==> src/common/pce_io_pkg.sv <==
// Shared widths, constants and packed structs for pad, mouse and audio paths
package pce_io_pkg;

	// ========================================
	// Widths and constants
	// ========================================
	localparam int N_PADS     = 5;  // Multitap ports with real pads
	localparam int PAD_W      = 16;
	localparam int JOY_W      = 32;
	localparam int MIX_W      = 22; // Audio sum, two guard bits over 20
	localparam int DAC_W      = 19;
	localparam int MOUSE_TO_W = 15;

	localparam logic [PAD_W-1:0] PAD_IDLE = 16'h0FFF; // Ports 5 to 7

	// ========================================
	// Pad side
	// ========================================
	// Active low, top nibble always 0
	typedef struct packed {
		logic [3:0] rsv;
		logic [3:0] ext;   // Extra buttons, six-button page
		logic       left;
		logic       down;
		logic       right;
		logic       up;
		logic [3:0] btn;   // Run, select, II, I
	} pad_word_t;

	typedef struct packed {
		logic clr;
		logic sel;
	} pad_ctrl_t;

	typedef struct packed {
		logic swap;
		logic turbotap;
		logic buttons6;
		logic mouse_en;
	} pad_cfg_t;

	typedef struct packed {
		logic [7:0] dx;
		logic [7:0] dy;
		logic       left;
		logic       right;
	} mouse_pkt_t;

	// ========================================
	// Audio side
	// ========================================
	typedef struct packed {
		logic signed [19:0] psg_l;
		logic signed [19:0] psg_r;
		logic signed [19:0] cdda_l;
		logic signed [19:0] cdda_r;
		logic signed [15:0] adpcm;  // Shared by both channels
	} audio_src_t;

	typedef logic [DAC_W-1:0] dac_word_t; // Offset binary

endpackage

==> src/pad/pad_decode.sv <==
// Player swap and host joystick word to active-low pad word mapping
`timescale 1ns/1ps

module pad_decode (
	input  logic [pce_io_pkg::JOY_W-1:0] joy [pce_io_pkg::N_PADS],
	input  pce_io_pkg::pad_cfg_t         cfg,
	output pce_io_pkg::pad_word_t        pads [pce_io_pkg::N_PADS],
	output logic [1:0]                   pad0_btn
);
	import pce_io_pkg::*;

	logic [JOY_W-1:0] joy_sw [N_PADS];

	// Host bits: 0 right, 1 left, 2 down, 3 up, 7:4 buttons, 11:8 extra
	function automatic pad_word_t map_pad(input logic [JOY_W-1:0] j);
		pad_word_t p;
		p.rsv   = 4'h0;
		p.ext   = ~j[11:8];
		p.left  = ~j[1];
		p.down  = ~j[2];
		p.right = ~j[0];
		p.up    = ~j[3];
		p.btn   = ~j[7:4];
		return p;
	endfunction

	always_comb begin
		for (int i = 0; i < N_PADS; i++) begin
			joy_sw[i] = joy[i];
		end
		if (cfg.swap) begin  // Only players 1 and 2 trade places
			joy_sw[0] = joy[1];
			joy_sw[1] = joy[0];
		end
	end

	always_comb begin
		for (int i = 0; i < N_PADS; i++) begin
			pads[i] = map_pad(joy_sw[i]);
		end
	end

	assign pad0_btn = joy_sw[0][7:6]; // Mouse buttons come from here too

endmodule

==> src/pad/mouse_tracker.sv <==
// Mouse delta capture, nibble read counter and read timeout
`timescale 1ns/1ps

module mouse_tracker (
	input  logic                   clk_sys,
	input  logic                   rst_n,
	input  pce_io_pkg::mouse_pkt_t mouse,
	input  logic                   mouse_strobe,
	input  pce_io_pkg::pad_ctrl_t  ctrl,
	input  logic [1:0]             pad0_btn,
	output logic [7:0]             mouse_nib
);
	import pce_io_pkg::*;

	logic                  clr_q;
	logic                  clr_rise;
	logic [MOUSE_TO_W-1:0] mouse_to;  // Cycles since clr was last high
	logic [1:0]            cnt;       // Nibble read position
	logic [7:0]            pend_x;
	logic [7:0]            pend_y;
	logic [7:0]            shown_x;
	logic [7:0]            shown_y;

	assign clr_rise = ctrl.clr & ~clr_q;

	always_ff @(posedge clk_sys or negedge rst_n) begin
		if (!rst_n) begin
			clr_q    <= 1'b0;
			mouse_to <= '0;
		end else begin
			clr_q <= ctrl.clr;
			if (ctrl.clr)
				mouse_to <= '0;
			else if (~&mouse_to)
				mouse_to <= mouse_to + 1'b1; // Saturates
		end
	end

	// ========================================
	// Read count and delta hand-over
	// ========================================
	always_ff @(posedge clk_sys or negedge rst_n) begin
		if (!rst_n) begin
			cnt     <= 2'd3;
			pend_x  <= '0;
			pend_y  <= '0;
			shown_x <= '0;
			shown_y <= '0;
		end else begin
			if (&mouse_to)
				cnt <= 2'd3;  // Host gave up mid-sequence
			if (clr_rise) begin
				cnt <= cnt + 1'b1;
				if (cnt == 2'd3) begin  // New sequence starts
					shown_x <= pend_x;
					shown_y <= pend_y;
					pend_x  <= '0;
					pend_y  <= '0;
				end
			end
			// A fresh packet wins over the clear above
			if (mouse_strobe) begin
				pend_x <= 8'd0 - mouse.dx; // Console X runs the other way
				pend_y <= mouse.dy;
			end
		end
	end

	always_comb begin
		case (cnt)
			2'd0: mouse_nib[7:4] = shown_x[7:4];
			2'd1: mouse_nib[7:4] = shown_x[3:0];
			2'd2: mouse_nib[7:4] = shown_y[7:4];
			default: mouse_nib[7:4] = shown_y[3:0];
		endcase
	end

	assign mouse_nib[3:0] = ~{pad0_btn, mouse.left, mouse.right};

	// Timeout always lands the next read on x high
	a_timeout_cnt: assert property (@(posedge clk_sys) disable iff (!rst_n)
		(&mouse_to && !clr_rise) |=> (cnt == 2'd3));

endmodule

==> src/pad/pad_port_mux.sv <==
// Multitap port counter, six-button page and registered pad nibble
`timescale 1ns/1ps

module pad_port_mux (
	input  logic                  clk_sys,
	input  logic                  rst_n,
	input  pce_io_pkg::pad_ctrl_t ctrl,
	input  pce_io_pkg::pad_cfg_t  cfg,
	input  pce_io_pkg::pad_word_t pads [pce_io_pkg::N_PADS],
	input  logic [7:0]            mouse_nib,
	output logic [3:0]            joy_in
);
	import pce_io_pkg::*;

	pad_ctrl_t        ctrl_q;
	logic [2:0]       port;     // Multitap position 0 to 7
	logic             page;     // Six-button extra page
	logic [PAD_W-1:0] word;
	logic [1:0]       nib_idx;

	// ========================================
	// Word select
	// ========================================
	always_comb begin
		if (port == 3'd0 && cfg.mouse_en)
			word = {mouse_nib, mouse_nib};
		else if (port < N_PADS)
			word = pads[port];
		else
			word = PAD_IDLE;  // Empty multitap slots
	end

	assign nib_idx = {page, ctrl.sel};

	// ========================================
	// Control edges and nibble register
	// ========================================
	always_ff @(posedge clk_sys or negedge rst_n) begin
		if (!rst_n) begin
			ctrl_q <= '0;
			port   <= '0;
			page   <= 1'b0;
			joy_in <= '0;
		end else begin
			ctrl_q <= ctrl;
			if (ctrl.clr) begin
				port   <= '0;
				joy_in <= '0;
				if (!ctrl_q.clr)
					page <= ~page;
			end else begin
				joy_in <= word[{nib_idx, 2'b00} +: 4];
				if (ctrl.sel && !ctrl_q.sel && cfg.turbotap)
					port <= port + 1'b1;
			end
			if (!cfg.buttons6)
				page <= 1'b0;  // Two-button pads never see the extra page
		end
	end

	// Console reads 0 during a clear
	a_clr_zero: assert property (@(posedge clk_sys) disable iff (!rst_n)
		ctrl.clr |=> (joy_in == 4'h0));

endmodule

==> src/audio/audio_mixer.sv <==
// PSG, CD-DA and ADPCM summing with clamp to offset-binary converter range
`timescale 1ns/1ps

module audio_mixer (
	input  logic                   clk_sys,
	input  logic                   rst_n,
	input  pce_io_pkg::audio_src_t audio,
	output pce_io_pkg::dac_word_t  dac_l,
	output pce_io_pkg::dac_word_t  dac_r
);
	import pce_io_pkg::*;

	logic [MIX_W-1:0] psg_l_x;
	logic [MIX_W-1:0] psg_r_x;
	logic [MIX_W-1:0] cdda_l_x;
	logic [MIX_W-1:0] cdda_r_x;
	logic [MIX_W-1:0] adpcm_x;
	logic [MIX_W-1:0] sum_l;
	logic [MIX_W-1:0] sum_r;

	// Sign extension to the sum width
	assign psg_l_x  = {{(MIX_W-20){audio.psg_l[19]}}, audio.psg_l};
	assign psg_r_x  = {{(MIX_W-20){audio.psg_r[19]}}, audio.psg_r};
	assign cdda_l_x = {{(MIX_W-20){audio.cdda_l[19]}}, audio.cdda_l};
	assign cdda_r_x = {{(MIX_W-20){audio.cdda_r[19]}}, audio.cdda_r};
	assign adpcm_x  = {{(MIX_W-20){audio.adpcm[15]}}, audio.adpcm, 4'b0000}; // x16

	always_ff @(posedge clk_sys or negedge rst_n) begin
		if (!rst_n) begin
			sum_l <= '0;
			sum_r <= '0;
		end else begin
			sum_l <= psg_l_x + cdda_l_x + adpcm_x;
			sum_r <= psg_r_x + cdda_r_x + adpcm_x;
		end
	end

	// Top 4 bits agree means the sum fits in 19 signed bits
	function automatic dac_word_t clamp(input logic [MIX_W-1:0] s);
		logic            sgn;
		logic [DAC_W-2:0] mag;
		sgn = s[MIX_W-1];
		if (s[MIX_W-1:DAC_W-1] == '0 || s[MIX_W-1:DAC_W-1] == '1)
			mag = s[DAC_W-2:0];
		else
			mag = {(DAC_W-1){~sgn}};
		return {~sgn, mag};  // Flip sign for offset binary
	endfunction

	assign dac_l = clamp(sum_l);
	assign dac_r = clamp(sum_r);

	// Positive overflow pins the converter at full scale
	a_clamp_hi: assert property (@(posedge clk_sys) disable iff (!rst_n)
		(!sum_l[MIX_W-1] && |sum_l[MIX_W-2:DAC_W-1]) |-> (&dac_l));

endmodule

==> src/audio/audio_sd_dac.sv <==
// First-order delta-sigma one-bit converter for one channel
`timescale 1ns/1ps

module audio_sd_dac #(
	parameter int WIDTH = 19
) (
	input  logic             clk_sys,
	input  logic             rst_n,
	input  logic [WIDTH-1:0] din,   // Offset binary
	output logic             dout
);

	logic [WIDTH-1:0] acc;

	// Carry out of the accumulator is the pulse density output
	always_ff @(posedge clk_sys or negedge rst_n) begin
		if (!rst_n) begin
			acc  <= '0;
			dout <= 1'b0;
		end else begin
			{dout, acc} <= {1'b0, acc} + {1'b0, din};
		end
	end

endmodule

==> src/rtl/pce_io_top.sv <==
// Top level of the console I/O glue: pad port and audio path
`timescale 1ns/1ps

module pce_io_top (
	input  logic                         clk_sys,
	input  logic                         rst_n,
	input  logic [pce_io_pkg::JOY_W-1:0] joy [pce_io_pkg::N_PADS],
	input  pce_io_pkg::pad_cfg_t         cfg,
	input  pce_io_pkg::mouse_pkt_t       mouse,
	input  logic                         mouse_strobe,
	input  pce_io_pkg::pad_ctrl_t        ctrl,
	output logic [3:0]                   joy_in,
	input  pce_io_pkg::audio_src_t       audio,
	output logic                         audio_l,
	output logic                         audio_r
);
	import pce_io_pkg::*;

	// ========================================
	// Pad block
	// ========================================
	pad_word_t  pads [N_PADS];
	logic [1:0] pad0_btn;  // Swapped player 1, bits 7:6
	logic [7:0] mouse_nib;

	pad_decode u_pad_decode (
		.joy      (joy),
		.cfg      (cfg),
		.pads     (pads),
		.pad0_btn (pad0_btn)
	);

	mouse_tracker u_mouse_tracker (
		.clk_sys      (clk_sys),
		.rst_n        (rst_n),
		.mouse        (mouse),
		.mouse_strobe (mouse_strobe),
		.ctrl         (ctrl),
		.pad0_btn     (pad0_btn),
		.mouse_nib    (mouse_nib)
	);

	pad_port_mux u_pad_port_mux (
		.clk_sys   (clk_sys),
		.rst_n     (rst_n),
		.ctrl      (ctrl),
		.cfg       (cfg),
		.pads      (pads),
		.mouse_nib (mouse_nib),
		.joy_in    (joy_in)
	);

	// ========================================
	// Audio block
	// ========================================
	dac_word_t dac_l;
	dac_word_t dac_r;

	audio_mixer u_audio_mixer (
		.clk_sys (clk_sys),
		.rst_n   (rst_n),
		.audio   (audio),
		.dac_l   (dac_l),
		.dac_r   (dac_r)
	);

	audio_sd_dac #(.WIDTH(DAC_W)) u_dac_l (
		.clk_sys (clk_sys),
		.rst_n   (rst_n),
		.din     (dac_l),
		.dout    (audio_l)
	);

	audio_sd_dac #(.WIDTH(DAC_W)) u_dac_r (
		.clk_sys (clk_sys),
		.rst_n   (rst_n),
		.din     (dac_r),
		.dout    (audio_r)
	);

endmodule

==> config.mk <==
export PLATFORM = sky130hd
export DESIGN_NAME = pce_io_top
export DESIGN_NICKNAME = d
export VERILOG_FILES = /design/src/common/pce_io_pkg.sv /design/src/pad/pad_decode.sv /design/src/pad/mouse_tracker.sv /design/src/pad/pad_port_mux.sv /design/src/audio/audio_mixer.sv /design/src/audio/audio_sd_dac.sv /design/src/rtl/pce_io_top.sv
export SDC_FILE = /design/constraint.sdc
export NUM_CORES = 1
export LEC_CHECK = 0
export ABC_AREA = 1
export ABC_CLOCK_PERIOD_IN_PS = 3500
export BUFFER_PORTS_ARGS = -buffer_cell sky130_fd_sc_hd__buf_4
export CAP_MARGIN = 30
export CORE_ASPECT_RATIO = 0.9
export CORE_MARGIN = 10
export CORE_UTILIZATION = 56
export CTS_CLUSTER_SIZE = 16
export DETAILED_ROUTE_END_ITERATION = 10
export GPL_TIMING_DRIVEN = 0
export PLACE_DENSITY = 0.8
export SLEW_MARGIN = 20
export SYNTH_ARGS = -nofsm -noshare
export SYNTH_HDL_FRONTEND = slang
export SYNTH_SLANG_ARGS = --single-unit
==> constraint.sdc <==
create_clock -name clk_sys -period 3.5 [get_ports clk_sys]
set_clock_uncertainty 0.2 [all_clocks]
set_input_delay 0.35 -clock clk_sys [delete_from_list [all_inputs] [get_ports clk_sys]]
set_output_delay 0.35 -clock clk_sys [all_outputs]
set_load 0.01 [all_outputs]
==> results.cfg <==
[synth]
synthSimpleGateAreaFrac_pct = 27.6
yosys_warnings = 0
synth.distinct_cells = 50
synth.net_count = 2135
synth_edf_count = 0
synth_top_family_by_area = simple AND/OR/NAND/NOR gates
ys.flop_type = dfrtp_1
synthAdderAreaFrac_pct = 13.3
synth_area_per_cell_sq_um = 7.08
netlist_area_sq_um = 12200
synth-seq-area-share_pct = 29.3
synth-compound-area-share_pct = 16.8
ys_ff_latch = 143
synthMuxAreaShare_pct = 0
synthArstFlopShare_pct = 100
netlist_instances = 1726
synthXorXnorAreaFrac_pct = 5.37

[pwr]
p_comb_share_pct = 59.8
leakage_nw = 7.89
ir_drop_mv = 0.491
powerDensity_nw_per_um2 = 742
swShare_pct = 46.3
pwr-share-clk_pct = 16.7
sequentialPowerShare_pct = 23.5
p_sw_w = 0.00509
total_power_w = 0.0110
p_int_w = 0.00591

[critical_path]
rr_startpoint = u_audio_mixer.sum_l[21]
crit_fanout = 4
reg2reg_depth = 13
cp.required_ns = 3.60
path_class = in2reg
start_kind = primary input
r2r-end = u_dac_l.acc[14]
cp-end-kind = flop
reg2reg_slack_ns = 0.33
worst_ep_arrival_time_ns = 3.35

[drt]
drc = 0
num_vias = 12337
post_drt_wl_per_cell_um = 15.2
drtIter0Drc = 840
ant_nets = 0
post_drt_via_cell_ratio = 5.47
firstDrtPassIters = 5
routed_wl_um = 34400

[cts]
path_clk_slew_ns = 0.06
cts-root-buf = clkbuf_16
cts_buffer_depth = 2
clkLatencyLatePin_ns = 0.42
cts_buffers = 17
post_cts_buffers = 0
cts_tree = yes
cts.sinks = 143
htree_levels = 4

[place]
hpwl_um = 28200
place_area_sq_um = 14000
place_congestion = 0.962
dpl.cell_count = 2206
dp_slack_ns = -0.123
port_buffers = 188

[sta]
period_share_pct = 92.9
fin_ws_ns = 0.250
fin_hold_ws_ns = 0.0239
tightest_slew_ns = 0.570
max_freq_mhz = 308
relSlewSlack_pct = 61.7
setup_violations = 0
finalMaxSlewViolations = 0
rsz0062_at_grt = no
fin_crit_ns = 3.25
hold_violations = 0

[die]
start_util_pct = 56.7
die_h_um = 160
die-width_um = 176
core_sq_um = 21600
row_count = 51
design.die.area_sq_um = 28200
io_pins = 289

[layout]
num-fill-cells = 1907
layout_commonest_cell = nand2_1
multi_input_area_sq_um = 7710
final_nets = 2361
drive_above_1_share_pct = 14.6
final_cell_mix = 420 x nand2_1, 209 x inv_1, 191 x buf_4
final_cell_area_sq_um = 14800
syn_to_final_growth_pct = 21.2
n_antenna_cell = 0
final_cells = 2256
seq_area_sq_um = 3580

[worst_hold_path]
hold_depth = 4
min-delay-start = mouse[1]
holdCritPathClass = in2reg
min_to = u_pad_port_mux.joy_in[1]

[flow_run]
maxCapViolCount = 0

[grt]
antenna_found_initial = 0
grt_max_degree = 73
grt_usage_pct = 24.1
grt_pass1_vias = 12245
grt.overflow.total = 0
grt_pass1_wl_um = 57100

[status]
status = finished, final reports clean
## metal layers
metal	global-route usage [%]	up-vias	wire length [um]
met2	39.9	458	15500
met3	5.21	69	2620
li1	-	6231	-
met4	9.20	0	974
met1	29.9	5579	15200
met5	0	-	0
## critical path, stage by stage
cell and delay (ns):
buf_4 0.11, ha_1 0.26, fa_1 0.46, nand3_1 0.13, nand3_1 0.23, nand2_1 0.14
nand3_1 0.16, nand3_1 0.11, nand2_1 0.06, xor2_1 0.14, ha_1 0.36, nand2_1 0.09
inv_1 0.09, nand3_1 0.12, nor2_1 0.16, nand4_1 0.16, nand4_1 0.13, nand2_1 0.08
## sequential cells by signal (all words and copies together), names as in the netlist
name                      flops
u_dac_l.acc                  19
u_mouse_tracker.pend_x        8
u_dac_r.acc                  19
u_mouse_tracker.shown_y       8
u_audio_mixer.sum_l          22
u_pad_port_mux.port           3
u_mouse_tracker.cnt           2
u_dac_r.dout                  1
u_pad_port_mux.page           1
u_mouse_tracker.pend_y        8
u_audio_mixer.sum_r          22
u_pad_port_mux.joy_in         4
u_dac_l.dout                  1
u_mouse_tracker.shown_x       8
u_mouse_tracker.mouse_to     15
u_pad_port_mux.ctrl_q         2
## power by group through the flow
stage          Combinational, W  Clock, W  Sequential (W)
2_1_floorplan           0.00496         0         0.00256
3_3_place_gp            0.00627         0         0.00260
3_5_place_dp            0.00645         0         0.00261
4_1_cts                 0.00652   0.00187         0.00259
5_1_grt                 0.00751   0.00195         0.00265
6_report                0.00658   0.00183         0.00259
## cell type report
type | instances | area share, %
repair buffers | 207 | 11.0
plain buffers | 18 | 0.726
clock buffers | 17 | 2.87
clock inverters | 15 | 1.17
multi-input cells | 1343 | 52.0
flip-flops and latches | 143 | 24.2
well taps | 291 | 2.46
inverters | 222 | 5.64
## cells by family after synthesis
logic type	after synthesis
AND/OR/NAND/NOR	779
buffers and inverters	240
adder cells (fa/ha/maj)	126
AO/OA/AOI/OAI	363
flip-flops	143
XOR/XNOR	75
## synthesized netlist by cell type, drive strengths merged, types with 4 or more instances
master | instances | share of area, %
o21ai | 142 | 6.3
o211ai | 7 | 0.43
nor3 | 22 | 0.94
buf | 12 | 0.70
nand2 | 425 | 13
a21o | 13 | 0.80
o31ai | 4 | 0.25
a21oi | 160 | 6.5
dfrtp | 141 | 29
inv | 222 | 6.8
xor2 | 58 | 4.2
fa | 6 | 0.98
nand3 | 148 | 6.1
xnor2 | 17 | 1.2
o21bai | 4 | 0.25
or2 | 6 | 0.31
nand4 | 35 | 1.8
clkbuf | 6 | 0.18
a31oi | 13 | 0.91
nand3b | 13 | 0.80
nor2 | 126 | 4.1
ha | 120 | 12
o21a | 9 | 0.55
## through the flow
step	util (%)	setup TNS [ns]
3_3_place_gp	64.9	-0.0753
5_1_grt	68.7	0
3_5_place_dp	65.1	-0.516
4_1_cts	68.7	0
2_1_floorplan	-	0
6_report	68.7	0
## how the worst max path moves through the flow
stage / from / to / depth (start not counted)
2_1_floorplan: audio[36] / u_audio_mixer.sum_l[18] / 15
3_3_place_gp: audio[36] / u_audio_mixer.sum_l[21] / 18
3_5_place_dp: audio[36] / u_audio_mixer.sum_l[18] / 16
4_1_cts: audio[36] / u_audio_mixer.sum_l[18] / 16
5_1_grt: audio[36] / u_audio_mixer.sum_l[21] / 18
6_report: audio[36] / u_audio_mixer.sum_l[21] / 18
## timing repair
item                                    in CTS  in global routing
gates resized for setup                      0                  1
hold buffers                                18                  0
endpoints found under the setup margin       0                  1
hold endpoints to repair                    94                  0
(Power assumes the default switching activity.)
